===== src/include/sd_spi_defs.svh =====
`ifndef SD_SPI_DEFS_SVH
`define SD_SPI_DEFS_SVH

// frame and block sizes, in bytes.
`define SD_BLOCK_BYTES 512
`define SD_CMD_BYTES 6
`define SD_RESP_BYTES 6

// R3 and R7 carry four bytes after R1.
`define SD_EXTRA_RESP_BYTES 4
`define SD_CRC_BYTES 2

// tokens seen on the line.
`define SD_DATA_TOKEN 8'hFE
`define SD_IDLE_BYTE 8'hFF

// reported in response byte 0 when a read never sees its start token.
`define SD_TOKEN_TIMEOUT_CODE 8'h05

// poll limit for R1 and for the read token, in byte times.
`define SD_WAIT_LIMIT 256

`endif

===== src/verilog/sd_spi_pkg.sv =====
`default_nettype none

`include "sd_spi_defs.svh"

package sd_spi_pkg;

    typedef logic [7:0] sd_byte_t;
    typedef logic [8*`SD_CMD_BYTES-1:0] sd_cmd_frame_t;
    typedef logic [8*`SD_RESP_BYTES-1:0] sd_resp_t;
    typedef logic [8*`SD_BLOCK_BYTES-1:0] sd_block_t;
    typedef logic [$clog2(`SD_BLOCK_BYTES)-1:0] sd_block_idx_t;

    // command indices that change the shape of the transaction.
    typedef enum logic [5:0] {
        CMD_GO_IDLE      = 6'd0,
        CMD_SEND_IF_COND = 6'd8,
        CMD_READ_SINGLE  = 6'd17,
        CMD_READ_OCR     = 6'd58
    } sd_opcode_e;

    typedef enum logic [2:0] {
        SEQ_IDLE,
        SEQ_SEND_CMD,
        SEQ_WAIT_R1,
        SEQ_READ_RESP,
        SEQ_WAIT_TOKEN,
        SEQ_READ_DATA,
        SEQ_READ_CRC,
        SEQ_DONE
    } sd_seq_state_e;

endpackage

`default_nettype wire


===== src/verilog/sd_spi_byte_engine.sv =====
`timescale 1ns/1ps
`default_nettype none

module sd_spi_byte_engine
    import sd_spi_pkg::*;
(
    input  logic     clk,
    input  logic     rst_n,
    input  logic     clk_en,
    input  logic     run,
    input  logic     spi_miso,
    input  sd_byte_t tx_byte,
    output sd_byte_t rx_byte,
    output logic     byte_done,
    output logic     spi_clk,
    output logic     spi_mosi
);

    logic       phase;
    logic [2:0] bit_cnt;
    sd_byte_t   tx_shift;
    sd_byte_t   rx_shift;
    sd_byte_t   tx_src;
    logic       clk_q;
    logic       mosi_q;

    // a new byte is taken from the sequencer at the first low phase.
    assign tx_src = (bit_cnt == 3'd0) ? tx_byte : tx_shift;

    assign rx_byte   = {rx_shift[6:0], spi_miso};
    assign byte_done = run && clk_en && phase && (bit_cnt == 3'd7);

    // the pins drop to idle in the same cycle that run falls.
    assign spi_clk  = run && clk_q;
    assign spi_mosi = !run || mosi_q;

    always_ff @(posedge clk) begin
        if (!rst_n) begin
            phase   <= 1'b0;
            bit_cnt <= 3'd0;
            clk_q   <= 1'b0;
            mosi_q  <= 1'b1;
        end else if (!run) begin
            phase   <= 1'b0;
            bit_cnt <= 3'd0;
            clk_q   <= 1'b0;
            mosi_q  <= 1'b1;
        end else if (clk_en) begin
            if (!phase) begin
                clk_q  <= 1'b0;
                mosi_q <= tx_src[7];
                phase  <= 1'b1;
            end else begin
                clk_q   <= 1'b1;
                phase   <= 1'b0;
                bit_cnt <= bit_cnt + 3'd1;
            end
        end
    end

    // MISO is sampled on the rising half, MSB first.
    always_ff @(posedge clk) begin
        if (run && clk_en) begin
            if (!phase) begin
                tx_shift <= {tx_src[6:0], 1'b0};
            end else begin
                rx_shift <= rx_byte;
            end
        end
    end

    ap_done_gated: assert property (@(posedge clk) disable iff (!rst_n)
        byte_done |-> run && clk_en);

endmodule

`default_nettype wire


===== config.mk =====
export PLATFORM = sky130hd
export DESIGN_NAME = sd_spi_byte_engine
export DESIGN_NICKNAME = d
export VERILOG_FILES = /design/src/verilog/sd_spi_pkg.sv /design/src/verilog/sd_spi_byte_engine.sv
export VERILOG_INCLUDE_DIRS = /design/src /design/src/include
export SDC_FILE = /design/constraint.sdc
export NUM_CORES = 1
export LEC_CHECK = 0
export ABC_AREA = 1
export ABC_CLOCK_PERIOD_IN_PS = 2900
export BUFFER_PORTS_ARGS = -buffer_cell sky130_fd_sc_hd__buf_2
export CAP_MARGIN = 10
export CORE_MARGIN = 4
export CORE_UTILIZATION = 40
export DETAILED_ROUTE_END_ITERATION = 7
export PLACE_DENSITY = 0.62
export REMOVE_ABC_BUFFERS = 1
export SLEW_MARGIN = 25
export SYNTH_ARGS = -nofsm -noshare
export SYNTH_HDL_FRONTEND = slang
export SYNTH_SLANG_ARGS = --single-unit

===== constraint.sdc =====
create_clock -name clk -period 2.9 [get_ports clk]
set_clock_uncertainty 0.1 [all_clocks]
set_input_delay 0.29 -clock clk [delete_from_list [all_inputs] [get_ports clk]]
set_output_delay 0.29 -clock clk [all_outputs]
set_load 0.05 [all_outputs]

=== After elaboration in Yosys (flattened, before gate mapping) ===
Cells that the tools add are included.

* Reductions and logical operators: 12
* Bitwise gates (word level): 1
* $add $sub $neg: 1
* Equality and inequality tests: 1
* Multiplexer cells: 3

{| class="wikitable"
|+ Operator list
! kind !! number
|-
| 2-bit AND reduction || 5
|-
| 8-bit two-way mux || 1
|-
| 1-bit logical AND || 4
|-
| 3-bit by 1-bit adder with 3-bit output (second input constant) || 1
|-
| 3-bit == test (second input constant) || 1
|-
| 3-bit logical NOT || 1
|-
| 1-bit two-way mux || 2
|-
| 1-bit logical NOT || 1
|-
| 1-bit logical OR || 1
|-
| 1-bit inverter || 1
|}

* Bits in registers: 20
* Word-level logic and storage cells: 25

=== Logic depth before layout (Yosys ltp) ===
* Depth in word-level cells: 3
* Gate-level depth with buffers: 7
* Mapped depth without buffers: 6

=== Worst setup path after synthesis ===
Ideal clock, no wire load.

* Path kind: register to output
* Start: register bit_cnt[0]
* End: output byte_done
* Buffers on the path: 0
* Cell stages (with the launch flop): 4
* Arrival time: 1.244 ns
* Path slack: 1.266 ns
* Cell sequence: dfxtp_1 ha_1 ha_1 nor3b_2

* Word-level cells in the longest chain between the ends: 2

{| class="wikitable"
|+ Ends and longest elaborated chain
! element !! line !! text
|-
| start, declared || sd_spi_byte_engine.sv:20 || <nowiki>logic [2:0] bit_cnt;</nowiki>
|-
| start signal, assigned || sd_spi_byte_engine.sv:56 || <nowiki>bit_cnt <= bit_cnt + 3'd1;</nowiki>
|-
| 3-bit == test || sd_spi_byte_engine.sv:31 || <nowiki>assign byte_done = run && clk_en && phase && (bit_cnt == 3'd7);</nowiki>
|-
| 1-bit logical AND || sd_spi_byte_engine.sv:31 ||
|-
| end, declared || sd_spi_byte_engine.sv:14 || <nowiki>output logic byte_done,</nowiki>
|}

No other way between the ends.

=== Final worst setup path ===
* Start: register bit_cnt[1]
* End: output byte_done

The elaborated chain is that of the path after synthesis.

==> metrics.cfg <==
[min_path]
holdPathStages = 1
min_delay_worst_endpoint = rx_shift[0]
hp-class = primary input to flop
worstHoldStart = spi_miso

[finish]
regArea_sq_um = 541
multiInputGateArea_sq_um = 253
final_layout_size_suffix_gt1_share_pct = 29.1
diodes = 0
stdcell_count = 137
nFillCells = 209
syn_to_final_growth_pct = 21.5
nets = 127

[timing]
timing.fmax_ghz = 0.570
period_needed_ns = 1.75
grt_setup_unrepaired = no
slew_headroom_pct = 61.8
hold_viol = 0
final_max_slew_viol_count = 0
finalCritPeriodShare_pct = 60.5
setup_viol = 0
tightest_slew_ns = 0.570
fin_tns_setup_ns = 0

[route]
drt-total-wl_microns = 1520
ant_nets = 0
avgRoutedWirePerCell_microns = 11.1
via_per_inst = 4.45
drc_errors = 0
vias = 610
dr.pass1.iters = 5
initialDrtViolationCount = 8

[synth]
synth_top_area_share_pct = 47.9
dominantRegCellSynth = edfxtp_1
syn-cell-area_sq_um = 877
yosys.cell_types.count = 15
yosys_register_bits = 20
synth_warnings = 0
synth_area_leaders = edfxtp_1 (48%), dfxtp_1 (14%), nand2_1 (10%)
syn_area_per_cell_sq_um = 10.3
async_flop_share_pct = 0
synthCells = 85
synth_top_area_cell = edfxtp_1
synth_edf_count = 14
yosysSeqAreaShare_pct = 61.6

[clock_tree]
cts_tree = built
htreeDepth = 1
cts.sinks = 20
cts_buffer_depth = 2
root_buffer = clkbuf_4
postCtsHoldBufs = 0
postCtsSetupBuffers = 0
post_cts_resized = 0
cts_made_buffers = 3
clk_pin_slew_worst_paths_ns = 0.11
clk-insertion-delay-late_ns = 0.29

[die]
die_width_microns = 54.8
initial_core_util_pct = 43.4
fp-row-count = 16
ios = 24
fp.coreArea_sq_mm = 0.00202
dieArea_sq_mm = 0.00301
die_y_microns = 54.8

[critical_path]
cp.arrival_ns = 1.36
crit_top_cell = ha_1
reg2reg_slack_ns = 1.43
worstPathMaxFanout = 3
required_ns = 2.51
cp_slowest_cell = dfxtp_1
regToRegEndpoint = rx_shift[5]
crit_path_end_kind = output pin
reg2reg_from = phase
path_cells = ha_1 > ha_1 > nor3b_2 > buf_2
slowest_delay_ns = 0.38
cp-start-kind = flop
worstSetupPathType = flop to output pin
reg2reg_depth = 2

[global_routing]
grt_pass1_wl_microns = 2310
grt_max_degree = 13
antenna_found_initial = 0
grt_overflow = 0
track_usage_pct = 11.2
grt_pass1_vias = 539

[job]
cap_violations = 0

[pwr]
p_int_mw = 0.466
sw_frac_of_total_pct = 19.5
leakage_nw = 0.497
clkPwrFrac_pct = 38.5
power.density_mw_per_mm2 = 543
peakVddDrop_uv = 297
seqPwrFrac_pct = 54.4
switchingPower_mw = 0.113
comb_power_share_pct = 7.1

[outcome]
status = finished clean

[placed_design]
dpl.hpwl_microns = 1190
port-buffer-count = 23
place.gp.congestion = 0.770
place_inst = 133

## critical path, delay by kind of cell (launching register included)
family | cells | cell delay [ns]
buffers and inverters | 1 | 0.28
adders and majority gates | 2 | 0.28
DFF | 1 | 0.38
and+or+nand+nor | 1 | 0.13
## power by group through the flow
| stage | clock network [mW] | registers (mW) | logic (mW) |
|---|---|---|---|
| 5_1_grt | 0.245 | 0.316 | 0.0459 |
| 3_5_place_dp | 0 | 0.322 | 0.0415 |
| 4_1_cts | 0.228 | 0.315 | 0.0418 |
| 2_1_floorplan | 0 | 0.325 | 0.0191 |
| 3_3_place_gp | 0 | 0.322 | 0.0404 |
| 6_report | 0.223 | 0.315 | 0.0412 |
## kinds of logic (layout without fill, tap and decap cells)
| logic type | Yosys count | in the layout | synth area share [%] |
|---|---|---|---|
| AO/OA/AOI/OAI | 5 | 5 | 2.85 |
| adder cells (fa/ha/maj) | 3 | 3 | 4.28 |
| buffers and inverters | 16 | 41 | 9.56 |
| flip-flops | 20 | 20 | 61.6 |
| AND/OR/NAND/NOR | 41 | 41 | 21.7 |
## synthesized netlist by cell type, types with 2 or more instances
library cell / n
edfxtp_1: 14
a21oi_1: 5
nand2_4: 2
nand3_1: 9
inv_1: 12
nor2_1: 4
nand2_1: 24
ha_1: 3
dfxtp_1: 6
## metrics by stage
step	total power, mW	worst slack, ns	util, %	hold slack, ns	instance area [sq um]
after floorplan	0.344	1.27	-	0.289	865
after global placement	0.362	1.49	50.1	0.326	1010
after detailed placement	0.363	1.44	50.1	0.338	1010
after CTS	0.586	1.12	52.7	0.0805	1070
after global routing	0.607	1.01	52.7	0.0634	1070
final	0.579	1.15	52.7	0.0867	1070
## cells in the final DEF, fill, tap and decap left out
master,count
nand2_1,24
buf_2,23
edfxtp_1,14
inv_1,12
nand3_1,9
dfxtp_1,6
a21oi_1,5
nor2_1,4
ha_1,3
clkbuf_4,3
nand2_4,2
bufinv_8,1
nor3b_2,1
clkinv_4,1
nor3_1,1
bufinv_16,1
## cell type report
| cell class | instances | share of cell area (%) |
|---|---|---|
| multi-input combinational | 49 | 23.7 |
| tap | 27 | 3.17 |
| inverter | 14 | 6.69 |
| clock inverter | 1 | 2.82 |
| timing repair buffer | 23 | 10.8 |
| sequential | 20 | 50.7 |
| clock buffer | 3 | 2.11 |
## metal layers
layer	vias up	part of all wire (%)	global-route usage (%)
li1	322	-	-
met1	266	51	16.0
met2	18	42	15.0
met3	4	6.3	3.27
met4	0	1.4	6.22
met5	-	0	0
## registers in the layout (all words and copies together), names as in the netlist
signal / count
rx_shift: 7
tx_shift: 7
mosi_q: 1
bit_cnt: 3
clk_q: 1
phase: 1
## worst max path at each step
stage                from           to  slack [ns]  cells past startpoint
3_3_place_gp       clk_en  rx_shift[6]        1.49                      3
6_report       bit_cnt[1]    byte_done        1.15                      4
5_1_grt        bit_cnt[1]    byte_done        1.01                      4
3_5_place_dp       clk_en  rx_shift[4]        1.44                      3
2_1_floorplan  bit_cnt[0]    byte_done        1.27                      3
4_1_cts        bit_cnt[0]    byte_done        1.12                      4
Power figures use the tool's default switching activity.
