<file path="config.mk">
export PLATFORM = sky130hd
export DESIGN_NAME = sd_spi_sequencer
export DESIGN_NICKNAME = d
export VERILOG_FILES = /design/src/verilog/sd_spi_pkg.sv /design/src/verilog/sd_spi_sequencer.sv
export VERILOG_INCLUDE_DIRS = /design/src /design/src/include
export SDC_FILE = /design/constraint.sdc
export NUM_CORES = 1
export LEC_CHECK = 0
export ABC_AREA = 1
export BUFFER_PORTS_ARGS = -buffer_cell sky130_fd_sc_hd__buf_2
export CAP_MARGIN = 15
export CORE_MARGIN = 3
export CORE_UTILIZATION = 46
export DETAILED_ROUTE_END_ITERATION = 7
export PLACE_DENSITY = 0.67
export SETUP_SLACK_MARGIN = 0.2
export SLEW_MARGIN = 30
export SYNTH_ARGS = -nofsm -noshare
export SYNTH_HDL_FRONTEND = slang
export SYNTH_SLANG_ARGS = --single-unit
</file>
<file path="constraint.sdc">
create_clock -name clk -period 7.87 [get_ports clk]
set_clock_uncertainty 0.05 [all_clocks]
set_input_delay 0.787 -clock clk [delete_from_list [all_inputs] [get_ports clk]]
set_output_delay 0.787 -clock clk [all_outputs]
set_load 0.02 [all_outputs]
</file>
<file path="src/include/sd_spi_defs.svh">
`ifndef SD_SPI_DEFS_SVH
`define SD_SPI_DEFS_SVH

// frame and block sizes, in bytes.
`define SD_BLOCK_BYTES 512
`define SD_CMD_BYTES 6
`define SD_RESP_BYTES 6

// R3 and R7 carry four bytes after R1.
`define SD_EXTRA_RESP_BYTES 4
`define SD_CRC_BYTES 2

// tokens seen on the line.
`define SD_DATA_TOKEN 8'hFE
`define SD_IDLE_BYTE 8'hFF

// reported in response byte 0 when a read never sees its start token.
`define SD_TOKEN_TIMEOUT_CODE 8'h05

// poll limit for R1 and for the read token, in byte times.
`define SD_WAIT_LIMIT 256

`endif
</file>
<file path="src/verilog/sd_spi_pkg.sv">
`default_nettype none

`include "sd_spi_defs.svh"

package sd_spi_pkg;

    typedef logic [7:0] sd_byte_t;
    typedef logic [8*`SD_CMD_BYTES-1:0] sd_cmd_frame_t;
    typedef logic [8*`SD_RESP_BYTES-1:0] sd_resp_t;
    typedef logic [8*`SD_BLOCK_BYTES-1:0] sd_block_t;
    typedef logic [$clog2(`SD_BLOCK_BYTES)-1:0] sd_block_idx_t;

    // command indices that change the shape of the transaction.
    typedef enum logic [5:0] {
        CMD_GO_IDLE      = 6'd0,
        CMD_SEND_IF_COND = 6'd8,
        CMD_READ_SINGLE  = 6'd17,
        CMD_READ_OCR     = 6'd58
    } sd_opcode_e;

    typedef enum logic [2:0] {
        SEQ_IDLE,
        SEQ_SEND_CMD,
        SEQ_WAIT_R1,
        SEQ_READ_RESP,
        SEQ_WAIT_TOKEN,
        SEQ_READ_DATA,
        SEQ_READ_CRC,
        SEQ_DONE
    } sd_seq_state_e;

endpackage

`default_nettype wire

</file>
<file path="src/verilog/sd_spi_sequencer.sv">
`timescale 1ns/1ps
`default_nettype none

`include "sd_spi_defs.svh"

module sd_spi_sequencer
    import sd_spi_pkg::*;
(
    input  logic          clk,
    input  logic          rst_n,
    input  logic          clk_en,
    input  logic          start,
    input  sd_cmd_frame_t cmd_in,
    input  sd_byte_t      rx_byte,
    input  logic          byte_done,
    output logic          run,
    output logic          spi_cs,
    output sd_byte_t      tx_byte,
    output sd_resp_t      cmd_out,
    output logic          cmd_valid,
    output logic          busy,
    output logic          interrupt,
    output logic          cap_clear,
    output logic          data_we,
    output logic          publish,
    output sd_block_idx_t data_idx
);

    sd_seq_state_e state;
    sd_cmd_frame_t cmd_frame;
    sd_resp_t      resp_q;
    sd_resp_t      resp_final;
    sd_opcode_e    opcode_in;
    logic          is_read;
    logic          has_extra;
    logic [2:0]    cmd_cnt;
    logic [2:0]    resp_cnt;
    logic [2:0]    resp_slot;
    sd_block_idx_t data_cnt;
    logic          crc_cnt;
    logic [7:0]    poll_cnt;
    logic          launch;
    logic          finish;
    logic          got_r1;
    logic          poll_expired;
    logic          last_extra;

    assign opcode_in    = sd_opcode_e'(cmd_in[5:0]);
    assign launch       = clk_en && start && (state == SEQ_IDLE);
    assign got_r1       = rx_byte != `SD_IDLE_BYTE;
    assign poll_expired = poll_cnt == 8'(`SD_WAIT_LIMIT - 1);
    assign resp_slot    = resp_cnt + 3'd1;
    assign last_extra   = resp_cnt == 3'(`SD_EXTRA_RESP_BYTES - 1);

    assign cap_clear = launch;
    assign data_we   = byte_done && (state == SEQ_READ_DATA);
    assign data_idx  = data_cnt;
    assign publish   = finish && (state == SEQ_READ_CRC);

    // decides whether this byte ends the transaction and what gets reported.
    always_comb begin
        finish     = 1'b0;
        resp_final = resp_q;
        if (byte_done) begin
            case (state)
                SEQ_WAIT_R1: begin
                    if (got_r1 && !has_extra && !is_read) begin
                        finish          = 1'b1;
                        resp_final[7:0] = rx_byte;
                    end else if (!got_r1 && poll_expired) begin
                        finish          = 1'b1;
                        resp_final[7:0] = `SD_IDLE_BYTE;
                    end
                end
                SEQ_READ_RESP: begin
                    if (last_extra) begin
                        finish = 1'b1;
                        resp_final[{resp_slot, 3'b000} +: 8] = rx_byte;
                    end
                end
                SEQ_WAIT_TOKEN: begin
                    if (rx_byte != `SD_DATA_TOKEN && poll_expired) begin
                        finish          = 1'b1;
                        resp_final[7:0] = `SD_TOKEN_TIMEOUT_CODE;
                    end
                end
                SEQ_READ_CRC: begin
                    finish = crc_cnt == 1'(`SD_CRC_BYTES - 1);
                end
                default: begin
                    finish = 1'b0;
                end
            endcase
        end
    end

    always_ff @(posedge clk) begin
        if (launch) begin
            cmd_frame <= cmd_in;
        end
    end

    always_ff @(posedge clk) begin
        if (!rst_n) begin
            state     <= SEQ_IDLE;
            busy      <= 1'b0;
            run       <= 1'b0;
            spi_cs    <= 1'b1;
            tx_byte   <= `SD_IDLE_BYTE;
            cmd_out   <= '0;
            cmd_valid <= 1'b0;
            interrupt <= 1'b0;
            resp_q    <= '0;
            is_read   <= 1'b0;
            has_extra <= 1'b0;
            cmd_cnt   <= 3'd0;
            resp_cnt  <= 3'd0;
            data_cnt  <= '0;
            crc_cnt   <= 1'b0;
            poll_cnt  <= 8'd0;
        end else begin
            interrupt <= 1'b0;
            cmd_valid <= 1'b0;
            if (clk_en) begin
                case (state)
                    SEQ_IDLE: begin
                        if (start) begin
                            state     <= SEQ_SEND_CMD;
                            busy      <= 1'b1;
                            run       <= 1'b1;
                            spi_cs    <= 1'b0;
                            tx_byte   <= cmd_in[7:0];
                            resp_q    <= '0;
                            is_read   <= opcode_in == CMD_READ_SINGLE;
                            has_extra <= (opcode_in == CMD_SEND_IF_COND) ||
                                         (opcode_in == CMD_READ_OCR);
                            cmd_cnt   <= 3'd0;
                        end
                    end
                    SEQ_SEND_CMD: begin
                        if (byte_done) begin
                            if (cmd_cnt == 3'(`SD_CMD_BYTES - 1)) begin
                                state    <= SEQ_WAIT_R1;
                                tx_byte  <= `SD_IDLE_BYTE;
                                poll_cnt <= 8'd0;
                            end else begin
                                cmd_cnt <= cmd_cnt + 3'd1;
                                tx_byte <= cmd_frame[{cmd_cnt + 3'd1, 3'b000} +: 8];
                            end
                        end
                    end
                    SEQ_WAIT_R1: begin
                        if (byte_done) begin
                            poll_cnt <= poll_cnt + 8'd1;
                            if (got_r1) begin
                                resp_q[7:0] <= rx_byte;
                                if (has_extra) begin
                                    state    <= SEQ_READ_RESP;
                                    resp_cnt <= 3'd0;
                                end else if (is_read) begin
                                    state    <= SEQ_WAIT_TOKEN;
                                    poll_cnt <= 8'd0;
                                end
                            end
                        end
                    end
                    SEQ_READ_RESP: begin
                        if (byte_done) begin
                            resp_q[{resp_slot, 3'b000} +: 8] <= rx_byte;
                            resp_cnt <= resp_slot;
                        end
                    end
                    SEQ_WAIT_TOKEN: begin
                        if (byte_done) begin
                            poll_cnt <= poll_cnt + 8'd1;
                            if (rx_byte == `SD_DATA_TOKEN) begin
                                state    <= SEQ_READ_DATA;
                                data_cnt <= '0;
                            end
                        end
                    end
                    SEQ_READ_DATA: begin
                        if (byte_done) begin
                            data_cnt <= data_cnt + 1'b1;
                            if (data_cnt == sd_block_idx_t'(`SD_BLOCK_BYTES - 1)) begin
                                state   <= SEQ_READ_CRC;
                                crc_cnt <= 1'b0;
                            end
                        end
                    end
                    SEQ_READ_CRC: begin
                        // the CRC is clocked through and dropped.
                        if (byte_done) begin
                            crc_cnt <= crc_cnt + 1'b1;
                        end
                    end
                    SEQ_DONE: begin
                        state <= SEQ_IDLE;
                    end
                    default: begin
                        state <= SEQ_IDLE;
                    end
                endcase

                if (finish) begin
                    state     <= SEQ_DONE;
                    cmd_out   <= resp_final;
                    cmd_valid <= 1'b1;
                    interrupt <= 1'b1;
                    busy      <= 1'b0;
                    run       <= 1'b0;
                    spi_cs    <= 1'b1;
                end
            end
        end
    end

    ap_irq_with_resp: assert property (@(posedge clk) disable iff (!rst_n)
        interrupt |-> cmd_valid);

    ap_idle_not_busy: assert property (@(posedge clk) disable iff (!rst_n)
        (state == SEQ_IDLE) && $past((state == SEQ_IDLE) && clk_en) |-> !busy);

endmodule

`default_nettype wire

</file>
# After elaboration in Yosys (flattened, before gate mapping)
# Cells that the tools add are included.
[classes]
addsub = 6
mul = 0
n_div = 0
n_lt_le_gt_ge = 0
eq_ne = 40
shift = 3
muxes = 69
n_bitwise = 0
reduce_logical = 36
[op_table]
columns = ["op", "count"]
rows = [
  ["2-to-1 mux 48 bit", 4],
  ["2-to-1 mux 8 bit", 15],
  ["one-hot mux 40 bit (2 select lines)", 1],
  ["one-hot mux 8 bit (3 select lines)", 3],
  ["2-to-1 mux 3 bit", 19],
  ["bitwise mux 48 bit", 1],
  ["variable shift 8 x 8 -> 48 bit, first input constant", 1],
  ["variable part select 48 x 7 -> 8 bit", 1],
  ["variable part select 8 x 8 -> 48 bit", 1],
  ["2-to-1 mux 40 bit", 1],
  ["2-to-1 mux 9 bit", 3],
  ["!= test 2 bit, second input constant", 12],
  ["!= test 3 bit, second input constant", 8],
  ["one-hot mux 3 bit (6 select lines)", 1],
  ["one-hot mux 9 bit (2 select lines)", 1],
  ["AND reduction 6 bit", 3],
  ["equality test 8 bit, second input constant", 2],
  ["!= test 8 bit, second input constant", 2],
  ["one-hot mux 8 bit (2 select lines)", 1],
  ["equality test 3 bit, second input constant", 5],
  ["2-to-1 mux 1 bit", 15],
  ["AND reduction 5 bit", 3],
  ["nonzero test 2 bit", 7],
  ["one-hot mux 3 bit (2 select lines)", 2],
  ["26 further kinds", 42],
]
[totals]
ff_bits = 184
latchBits = 0
mem_bits_rw = 0
mem_bits_ro = 0
in_bits = 61
out_inout_bits = 73
word_cells = 170
mem_count = 0

# Depth between registers and ports, before layout
# Gate-level depths: netlist (run 1).
[logic_depth]
word_depth = 9
ltp_mapped = 17
mapped_depth_nobuf = 15

# Least setup slack after synthesis (run 1)
# OpenSTA, ideal clock, no wires.
[synth_timing]
kind = "input-to-reg"
start = "in clk_en"
end = "reg is_read"
setup_time_ns = 0.065
t_arrival_ns = 5.639
t_required_ns = 7.755
setup_slack_ns = 2.116
cell_stages = 7
path_buffers = 1
cell_sequence = "buf_2 inv_1 nor3_1 inv_1 nor3_1 a21oi_1 nor2_1"
[synth_between]
elab_chain_cells = 1
[synth_lines]
columns = ["element", "line_no", "text"]
rows = [
  ["start: declaration", "sd_spi_sequencer.sv:11", "input logic clk_en,"],
  ["AND reduction 3 bit (no line)", "-", ""],
  ["end signal: assignment", "sd_spi_sequencer.sv:114", "is_read <= 1'b0;"],
  ["end signal: assignment", "sd_spi_sequencer.sv:134", "is_read <= opcode_in == CMD_READ_SINGLE;"],
  ["end: declaration", "sd_spi_sequencer.sv:34", "logic is_read;"],
]
# No other way between the ends.
# A chain may end at the register's enable or synchronous reset.

# Worst setup path after layout (run 1)
[layout_timing]
start = "reg state[2]"
end = "out publish"
[layout_between]
elab_chain_cells = 4
word_cells_on_any_way = 7
classes_between = "eq/ne (4); mux (2); reduce/logical (1)"
[layout_lines]
columns = ["element", "line_no", "text"]
rows = [
  ["start: declaration", "sd_spi_sequencer.sv:29", "sd_seq_state_e state;"],
  ["start signal: assignment", "sd_spi_sequencer.sv:105", "state <= SEQ_IDLE;"],
  ["start signal: assignment", "sd_spi_sequencer.sv:128", "state <= SEQ_SEND_CMD;"],
  ["start signal: assignment", "sd_spi_sequencer.sv:143", "state <= SEQ_WAIT_R1;"],
  ["equality test 3 bit, or another cell as far along", "sd_spi_sequencer.sv:58, sd_spi_sequencer.sv:65", ""],
  ["one-hot mux 1 bit (4 select lines)", "sd_spi_sequencer.sv:65", "case (state)"],
  ["2-to-1 mux 1 bit", "sd_spi_sequencer.sv:64", "if (byte_done) begin"],
  ["logical AND 1 bit *", "sd_spi_sequencer.sv:58", "assign publish = finish && (state == SEQ_READ_CRC);"],
  ["end: declaration", "sd_spi_sequencer.sv:25", "output logic publish,"],
]
# Mark *: on every way between the ends. The rest lies on a longest branch, timed or not.

==> impl_metrics.py, run 1 <==
metrics = {
    "route": {
        "vias": 7985,
        "drt-initial-drc-count": 776,
        "antenna_left": 0,
        "wl_met3_um": 1280,
        "drt-pass1-iter-count": 5,
        "via_per_inst": 5.31,
        "drt_wl_total_um": 22700,
        "wl_met1_um": 10400,
        "top_layer": "met4",
        "route.met2.wl_um": 10500,
        "wire_per_inst_um": 15.1,
        "drc": 0,
    },
    "synthesis": {
        "synthTopCellsByArea": "dfxtp_1 (31%), edfxtp_1 (16%), nand2_1 (14%), o21ai_0 (6.1%), nor2_1 (4.9%)",
        "ys_seq_elements": 184,
        "synth_top_area_frac": 0.309,
        "synth_edf_count": 48,
        "ys_seq_area_frac": 0.473,
        "syn_area_per_cell_sq_um": 7.61,
        "netlist_area_sq_um": 8810,
        "synth_cell_types": 41,
        "synthFlopType": "dfxtp_1",
        "synthArstFlopShare": 0,
        "yosys_warnings": 0,
        "syn_inst": 1158,
        "yosysTopAreaCell": "dfxtp_1",
        "syn_nets": 1231,
    },
    "global_route": {
        "gr-total-overflow": 0,
        "grt_pass1_wl_um": 36100,
        "grt_max_degree": 56,
        "grt_usage": 0.218,
        "grt_pass1_vias": 7250,
        "antenna_found_initial": 0,
    },
    "power": {
        "p_switching_mw": 0.892,
        "irDropWorstVdd_uv": 168,
        "p_sw_frac": 0.353,
        "power_mw": 2.53,
        "p_per_area_nw_per_um2": 249,
        "p_int_mw": 1.64,
        "pwr-share-comb": 0.223,
        "p_leak_nw": 4.44,
        "power_frac_clock": 0.344,
        "seqPwrFrac": 0.433,
    },
    "die": {
        "initial_utilization": 0.479,
        "die_h_um": 144,
        "die_w_um": 144,
        "core_area_sq_um": 18400,
        "ios": 134,
        "dieArea_sq_um": 20900,
        "rows": 49,
    },
    "final_layout": {
        "drive_gt1_frac": 0.156,
        "layout_common_cells": "nand2_1 (339), dfxtp_1 (135), buf_2 (133)",
        "n_antenna_cell": 0,
        "fillers": 1754,
        "postLayoutCellArea_sq_um": 10100,
        "fin_util": 0.551,
        "layout_commonest_cell": "nand2_1",
        "final_net_count": 1334,
        "area_growth_pct": 15.1,
    },
    "cts": {
        "ctsResizeCount": 0,
        "numCtsBuffers": 17,
        "clk_latency_ns": 0.44,
        "ctsHoldBuffers": 0,
        "clkSinkCount": 184,
        "h-tree-depth": 4,
        "clockBufferDepth": 2,
        "cts_root_buf": "clkbuf_16",
        "path_clk_slew_ns": 0.08,
        "cts_tree": "done",
        "cts_setup_buffers": 0,
    },
    "sta": {
        "tightest_slew_ns": 0.988,
        "setup_viol": 0,
        "slew_headroom": 0.341,
        "drv_slew": 0,
        "finalSetupTns_ns": 0,
        "timing.final.crit_share": 0.445,
        "setup_ws_ns": 4.37,
        "finalHoldViolations": 0,
        "rsz0062_at_grt": "no",
        "min_period_ns": 3.50,
        "fmax_mhz": 286,
    },
    "critical_path": {
        "start_kind": "flip-flop",
        "cp_cell_sequence": "inv_2, nand2_2, nor2_2, nand2_1, clkinv_1, nand2_1, nand2_2, nand2_1, nor2_1, buf_2",
        "path_class": "flip-flop to output pin",
        "cp_num_buf_inv": 3,
        "reg2reg_from": "resp_cnt[0]",
        "crit_top_cell": "nand2_1",
        "slowest_delay_ns": 0.69,
        "critPathLaunch": "state[2]",
        "critPathArrivalTime_ns": 2.66,
        "path_max_fanout": 21,
        "cp-end-kind": "output pin",
        "slowest_stage": "nor2_2",
        "cp_top_family": "simple AND/OR/NAND/NOR gates",
        "cp_data_required_time_ns": 7.03,
    },
    "place": {
        "place_area_sq_um": 9530,
        "port_buffers": 133,
        "place_congestion": 0.949,
        "dp_slack_ns": 4.81,
        "hpwl_um": 15400,
    },
    "hold_path": {
        "min_from": "cmd_out[37]",
        "hold_path.class": "flip-flop to flip-flop",
    },
    "flow_run": {
        "maxCapViolations": 0,
    },
    "run_status": {
        "status": "completed",
    },
}
[metrics by stage]
stage | hold WS [ns] | instances
6_report | 0.399 | 1503
5_1_grt | 0.422 | 1503
4_1_cts | 0.403 | 1503
3_5_place_dp | 0.384 | 1471
3_3_place_gp | 0.383 | 1471
2_1_floorplan | 0.385 | 1158
[cell type report]
class | count | area, sq um | share of cell area
Clock buffer | 17 | 425 | 0.0419
Clock inverter | 15 | 183 | 0.0180
Inverter | 86 | 324 | 0.0320
Multi-Input combinational cell | 835 | 4060 | 0.400
Sequential cell | 184 | 4170 | 0.411
Tap cell | 229 | 287 | 0.0283
Timing Repair Buffer | 137 | 696 | 0.0686
[state kept, by name, indices dropped and copies added (netlist names), 3 cells and up]
register,flops
poll_cnt,8
cmd_out,48
cmd_cnt,3
resp_q,48
state,3
cmd_frame,48
tx_byte,8
data_idx,9
resp_cnt,3
[metal layers]
metal | vias to the layer above | GRT usage
li1 | 4061 | -
met1 | 3649 | 0.298
met2 | 238 | 0.344
met3 | 37 | 0.0423
met4 | 0 | 0.0815
met5 | - | 0
[logic make-up after synthesis]
| logic type | share of synthesized area |
|---|---|
| adders and majority gates | 0.0170 |
| xor gates and xnor gates | 0.00398 |
| DFF | 0.473 |
| muxes | 0.0329 |
| and+or+nand+nor | 0.244 |
| buffers and inverters | 0.0690 |
| AOI/OAI and AO/OA | 0.161 |
[power groups by stage]
stage          clock [mW]  sequential, mW  combinational, mW
6_report            0.869            1.10              0.563
2_1_floorplan           0            1.12              0.404
3_5_place_dp            0            1.12              0.558
5_1_grt             0.930            1.10              0.633
3_3_place_gp            0            1.12              0.553
4_1_cts             0.886            1.10              0.559
[worst paths after layout]
kind                            depth (start not counted)           to  slack [ns]
worst max-delay path                                   10      publish        4.37
worst min-delay path                                    2  cmd_out[37]        0.40
worst max register to register                         10  cmd_out[31]        4.94
worst min register to register                          2  cmd_out[37]        0.40
[synth_stat cells, drive strengths merged (25+ instances only)]
cell      n
a21oi    78
nand3    36
o21ai   135
nand2   346
edfxtp   48
clkbuf   25
inv      83
dfxtp   136
nor2    123
buf      28
mux2i    29
[worst reg2reg max path, cell delays in order, from the launching register on]
cell,delay [ns]
dfxtp_1,0.51
ha_1,0.21
ha_1,0.26
ha_1,0.36
nand3_1,0.48
o21ai_0,0.55
nand2_1,0.08
o21ai_0,0.09
o21ai_0,0.11
inv_1,0.06
nor2_1,0.03
Note: power is estimated with default switching activity, not from simulation.
==> inputs of run 2 (changes only) <==
==> constraint.sdc (replaced) <==
create_clock -name clk -period 3.4 [get_ports clk]
set_clock_uncertainty 0.05 [all_clocks]
set_input_delay 0.34 -clock clk [delete_from_list [all_inputs] [get_ports clk]]
set_output_delay 0.34 -clock clk [all_outputs]
set_load 0.02 [all_outputs]
==> run 2 against run 1 <==
Effect of this change:
- global-route usage is 0.090 points higher
- sequential power up 130%
- count of clock-buffer cells in the layout unchanged
- die area is the same
- power increased by 130%
- combinational power rose by 140%
- design area increased by 1.0%
- largest power group unchanged
- first-iteration DRC count down 28%
- utilization rose by 0.58 points
- via count shrank 0.30%
- critical path depth rose by 1
- non-clock buffer count up 12
==> impl_metrics.py, run 2 (synthesis gave the netlist of run 1 again) <==
metrics = {
    "critical_path": {
        "path_class": "flip-flop to output pin",
        "cp_num_buf_inv": 4,
        "path_max_fanout": 13,
        "r2r_slack_ns": 0.75,
        "slowest_delay_ns": 0.61,
        "cp_data_required_time_ns": 3.01,
        "slowest_stage": "dfxtp_1",
        "reg2reg_to": "cmd_out[23]",
        "crit_top_cell": "nand2_1",
        "reg2reg_depth": 13,
        "cp-endpoint": "publish",
        "cp.depth": 11,
        "reg2reg_from": "state[0]",
        "cp_cell_sequence": "inv_2, nor2_2, nand2_1, nand2_1, inv_1, nand2_1, inv_1, nand2_2, nand2_1, nor2_1, buf_2",
        "critPathLaunch": "state[0]",
        "start_kind": "flip-flop",
        "cp-end-kind": "output pin",
        "critPathArrivalTime_ns": 2.63,
        "cp_top_family": "simple AND/OR/NAND/NOR gates",
    },
    "die": {
        "ios": 134,
        "dieArea_sq_um": 20900,
        "rows": 49,
        "core_area_sq_um": 18400,
        "initial_utilization": 0.479,
        "die_w_um": 144,
        "die_h_um": 144,
    },
    "final_layout": {
        "final_net_count": 1346,
        "drive_gt1_frac": 0.160,
        "n_antenna_cell": 0,
        "multi_input_area_sq_um": 4070,
        "area_growth_pct": 16.3,
        "reg_top3": "cmd_frame (48), cmd_out (48), resp_q (48)",
        "layout_commonest_cell": "nand2_1",
        "register_area_sq_um": 4160,
        "layout_common_cells": "nand2_1 (339), dfxtp_1 (136), buf_2 (133)",
        "fillers": 1738,
        "fin_util": 0.557,
    },
    "sta": {
        "min_period_ns": 3.02,
        "setup_ws_ns": 0.378,
        "holdWs_ns": 0.0224,
        "drv_slew": 0,
        "finalHoldViolations": 0,
        "tightest_slew_ns": 0.989,
        "setup_viol": 0,
        "timing.final.crit_share": 0.889,
        "rsz0062_at_grt": "no",
        "fmax_mhz": 331,
        "finalSetupTns_ns": 0,
        "slew_headroom": 0.340,
    },
    "cts": {
        "clockBufferDepth": 2,
        "clkSinkCount": 184,
        "cts_tree": "done",
        "cts_root_buf": "clkbuf_16",
        "h-tree-depth": 4,
        "clk_latency_ns": 0.44,
        "cts_setup_buffers": 0,
        "path_clk_slew_ns": 0.08,
        "numCtsBuffers": 17,
    },
    "power": {
        "power_mw": 5.85,
        "p_int_mw": 3.80,
        "power_frac_clock": 0.340,
        "p_leak_nw": 4.50,
        "p_sw_frac": 0.350,
        "irDropWorstVdd_uv": 389,
        "pwr-share-comb": 0.229,
        "seqPwrFrac": 0.431,
        "p_switching_mw": 2.05,
        "p_per_area_nw_per_um2": 571,
    },
    "route": {
        "vias": 7961,
        "antenna_left": 0,
        "drt-initial-drc-count": 556,
        "drt_wl_total_um": 22500,
        "drc": 0,
        "drt-pass1-iter-count": 5,
        "wire_per_inst_um": 14.9,
        "via_per_inst": 5.25,
    },
    "hold_path": {
        "hold_path.class": "input port to flip-flop",
    },
    "place": {
        "dp_slack_ns": 0.770,
        "port_buffers": 133,
        "place_congestion": 0.915,
        "hpwl_um": 15400,
    },
    "run_status": {
        "status": "completed",
    },
    "global_route": {
        "grt_pass1_vias": 7322,
        "gr-total-overflow": 0,
        "grt_pass1_wl_um": 36400,
        "grt_usage": 0.219,
        "grt_max_degree": 52,
        "antenna_found_initial": 0,
    },
    "flow_run": {
        "maxCapViolations": 0,
    },
}
run 2: changes by cell type in the layout (fill, tap and decap cells not counted), sizes merged:
cell,delta
buf,+10
clkinv,+1
dlygate4sd3,+2
clkinvlp,-1
run 2: what timing repair did:
item                                    in CTS  in global routing
endpoints found under the setup margin       0                  1
hold endpoints to repair                     0                  2
hold buffers                                 0                  2
gates resized for setup                      0                  1
run 2: per-layer routing:
layer	vias to the layer above	part of all wire	global-route usage
li1	4076	-	-
met1	3620	0.46	0.299
met2	238	0.46	0.350
met3	27	0.062	0.0486
met4	0	0.016	0.0648
met5	-	0	0
run 2: cell type report:
type,instances,area share
multi-input cells,835,0.397
repair buffers,149,0.0784
clock inverters,15,0.0175
well taps,229,0.0280
flip-flops and latches,184,0.406
clock buffers,17,0.0415
inverters,86,0.0316
run 2: how the worst min path moves through the flow:
stage	startpoint	cells after the start	endpoint	slack, ns
final	cmd_in[20]	1	cmd_frame[20]	0.02
after global routing	cmd_in[46]	1	cmd_frame[46]	0.0002
after CTS	cmd_in[32]	1	cmd_frame[32]	0.004
after detailed placement	cmd_out[40]	2	cmd_out[40]	0.38
after global placement	cmd_out[38]	2	cmd_out[38]	0.38
after floorplan	resp_cnt[2]	2	resp_cnt[2]	0.39
run 2: power by group through the flow:
| stage | clock network [mW] | logic (mW) | registers [mW] |
|---|---|---|---|
| after floorplan | 0 | 0.940 | 2.58 |
| final | 1.99 | 1.34 | 2.52 |
| after global routing | 2.13 | 1.51 | 2.54 |
| after global placement | 0 | 1.32 | 2.57 |
| after CTS | 2.04 | 1.32 | 2.52 |
| after detailed placement | 0 | 1.32 | 2.57 |
run 2: through the flow:
stage | std cells | instance area (sq um)
2_1_floorplan | 1158 | 8820
3_3_place_gp | 1481 | 9620
3_5_place_dp | 1481 | 9620
4_1_cts | 1513 | 10200
5_1_grt | 1515 | 10200
6_report | 1515 | 10200
==> inputs of run 3 (changes only) <==
--- a/config.mk
+++ b/config.mk
@@ -13,6 +13,7 @@
 export CORE_UTILIZATION = 46
 export DETAILED_ROUTE_END_ITERATION = 7
 export PLACE_DENSITY = 0.67
+export RECOVER_POWER = 50
 export SETUP_SLACK_MARGIN = 0.2
 export SLEW_MARGIN = 30
 export SYNTH_ARGS = -nofsm -noshare
==> run 3 against run 2 <==
Effect of this change:
- worst hold slack got worse by 0.00064 ns
- fmax decreased by 0.36%
- critical path type unchanged
- combinational power about the same
- critical endpoint unchanged
- sequential power about the same
- power decreased by 0.53%
- utilization decreased by 0.67 points
- non-clock buffer count unchanged
- sequential share of layout area increased by 0.49 points
- design area decreased by 1.2%
==> impl_metrics.py, run 3 (synthesis gave the netlist of run 1 again) <==
metrics = {
    "run_status": {
        "status": "completed",
    },
    "critical_path": {
        "reg2reg_to": "busy",
        "start_kind": "flip-flop",
        "critPathArrivalTime_ns": 2.64,
        "r2r_slack_ns": 0.73,
        "path_max_fanout": 13,
        "cp_data_required_time_ns": 3.01,
        "reg2reg_from": "state[0]",
        "cp-end-kind": "output pin",
        "path_class": "flip-flop to output pin",
        "reg2reg_depth": 13,
    },
    "cts": {
        "clkSinkCount": 184,
        "cts_tree": "done",
        "clockBufferDepth": 2,
        "path_clk_slew_ns": 0.08,
        "h-tree-depth": 4,
        "cts_root_buf": "clkbuf_16",
        "numCtsBuffers": 17,
        "clk_latency_ns": 0.44,
    },
    "sta": {
        "setup_viol": 0,
        "min_period_ns": 3.03,
        "drv_slew": 0,
        "finalHoldViolations": 0,
        "rsz0062_at_grt": "no",
        "slew_headroom": 0.324,
        "timing.final.crit_share": 0.892,
        "fmax_mhz": 330,
        "tightest_slew_ns": 1.01,
        "finalSetupTns_ns": 0,
    },
    "power": {
        "irDropWorstVdd_uv": 390,
        "p_leak_nw": 4.18,
        "p_per_area_nw_per_um2": 575,
        "power_mw": 5.82,
    },
    "hold_path": {
        "worstHoldPathCells": 1,
        "min_from": "cmd_in[47]",
        "holdPathEnd": "cmd_frame[47]",
        "hold_path.class": "input port to flip-flop",
    },
    "route": {
        "vias": 7965,
        "antenna_left": 0,
        "drc": 0,
        "drt_wl_total_um": 22500,
        "wire_per_inst_um": 14.9,
        "via_per_inst": 5.26,
        "drt-pass1-iter-count": 5,
        "drt-initial-drc-count": 563,
    },
    "place": {
        "port_buffers": 133,
        "hpwl_um": 15400,
        "place_congestion": 0.915,
    },
    "die": {
        "rows": 49,
        "core_area_sq_um": 18400,
        "dieArea_sq_um": 20900,
        "initial_utilization": 0.479,
        "die_w_um": 144,
        "ios": 134,
        "die_h_um": 144,
    },
    "global_route": {
        "grt_usage": 0.219,
        "grt_pass1_wl_um": 36400,
        "gr-total-overflow": 0,
        "grt_max_degree": 52,
        "antenna_found_initial": 0,
        "grt_pass1_vias": 7322,
    },
    "final_layout": {
        "layout_commonest_cell": "nand2_1",
        "layout_common_cells": "nand2_1 (340), dfxtp_1 (136), nor2_1 (117)",
        "area_growth_pct": 14.9,
        "fillers": 1777,
        "drive_gt1_frac": 0.0918,
        "final_net_count": 1346,
        "reg_top3": "cmd_frame (48), cmd_out (48), resp_q (48)",
        "n_antenna_cell": 0,
    },
    "flow_run": {
        "maxCapViolations": 0,
    },
}
==> run 3: final cells by class <==
cell class / count / area [sq um] / area share
clock buffers: 17 / 425 / 0.0420
clock inverters: 15 / 179 / 0.0177
inverters: 86 / 324 / 0.0320
multi-input cells: 835 / 4050 / 0.400
flip-flops and latches: 184 / 4160 / 0.411
well taps: 229 / 287 / 0.0283
repair buffers: 149 / 696 / 0.0687
==> run 3: repair_timing <==
action,4_1_cts,5_1_grt
setup buffers,0,0
endpoints found under the hold margin,0,2
gates resized for setup,0,1
hold buffers,0,2
endpoints found under the setup margin,0,1
==> run 3: metal layers <==
metal | track usage | part of all wire
met1 | 0.299 | 0.47
met2 | 0.350 | 0.45
met3 | 0.0486 | 0.059
met4 | 0.0648 | 0.019
met5 | 0 | 0
==> run 3: worst max-delay path by stage <==
stage / start / endpoint / slack (ns) / depth (start not counted)
2_1_floorplan: state[2] / is_read / 0.68 / 8
3_3_place_gp: state[0] / busy / 0.84 / 13
3_5_place_dp: state[2] / cmd_out[16] / 0.77 / 12
4_1_cts: state[2] / publish / 0.39 / 10
5_1_grt: state[0] / publish / 0.18 / 11
6_report: state[0] / publish / 0.37 / 11
==> run 3: power by group <==
| part | total, mW | switching (mW) | internal, mW |
|---|---|---|---|
| registers | 2.52 | 0.105 | 2.42 |
| clock network | 1.99 | 0.990 | 1.00 |
| logic | 1.31 | 0.947 | 0.365 |
| total | 5.82 | 2.04 | 3.78 |
==> run 3: critical path, stage by stage (launching register included) <==
cell and delay [ns]:
dfxtp_1 0.57, inv_1 0.20, nor2_2 0.50, nand2_1 0.18
nand2_1 0.09, inv_1 0.04, nand2_1 0.05, inv_1 0.05
nand2_2 0.08, nand2_1 0.14, nor2_1 0.14, buf_2 0.18
==> run 3: stage by stage <==
step	hold WS [ns]	worst slack, ns	util	instance area [sq um]	std cells
2_1_floorplan	0.385	0.685	-	8820	1158
3_3_place_gp	0.382	0.838	0.523	9620	1481
3_5_place_dp	0.384	0.770	0.523	9620	1481
4_1_cts	0.00351	0.388	0.556	10200	1513
5_1_grt	0.000209	0.183	0.550	10100	1515
6_report	0.0217	0.367	0.550	10100	1515
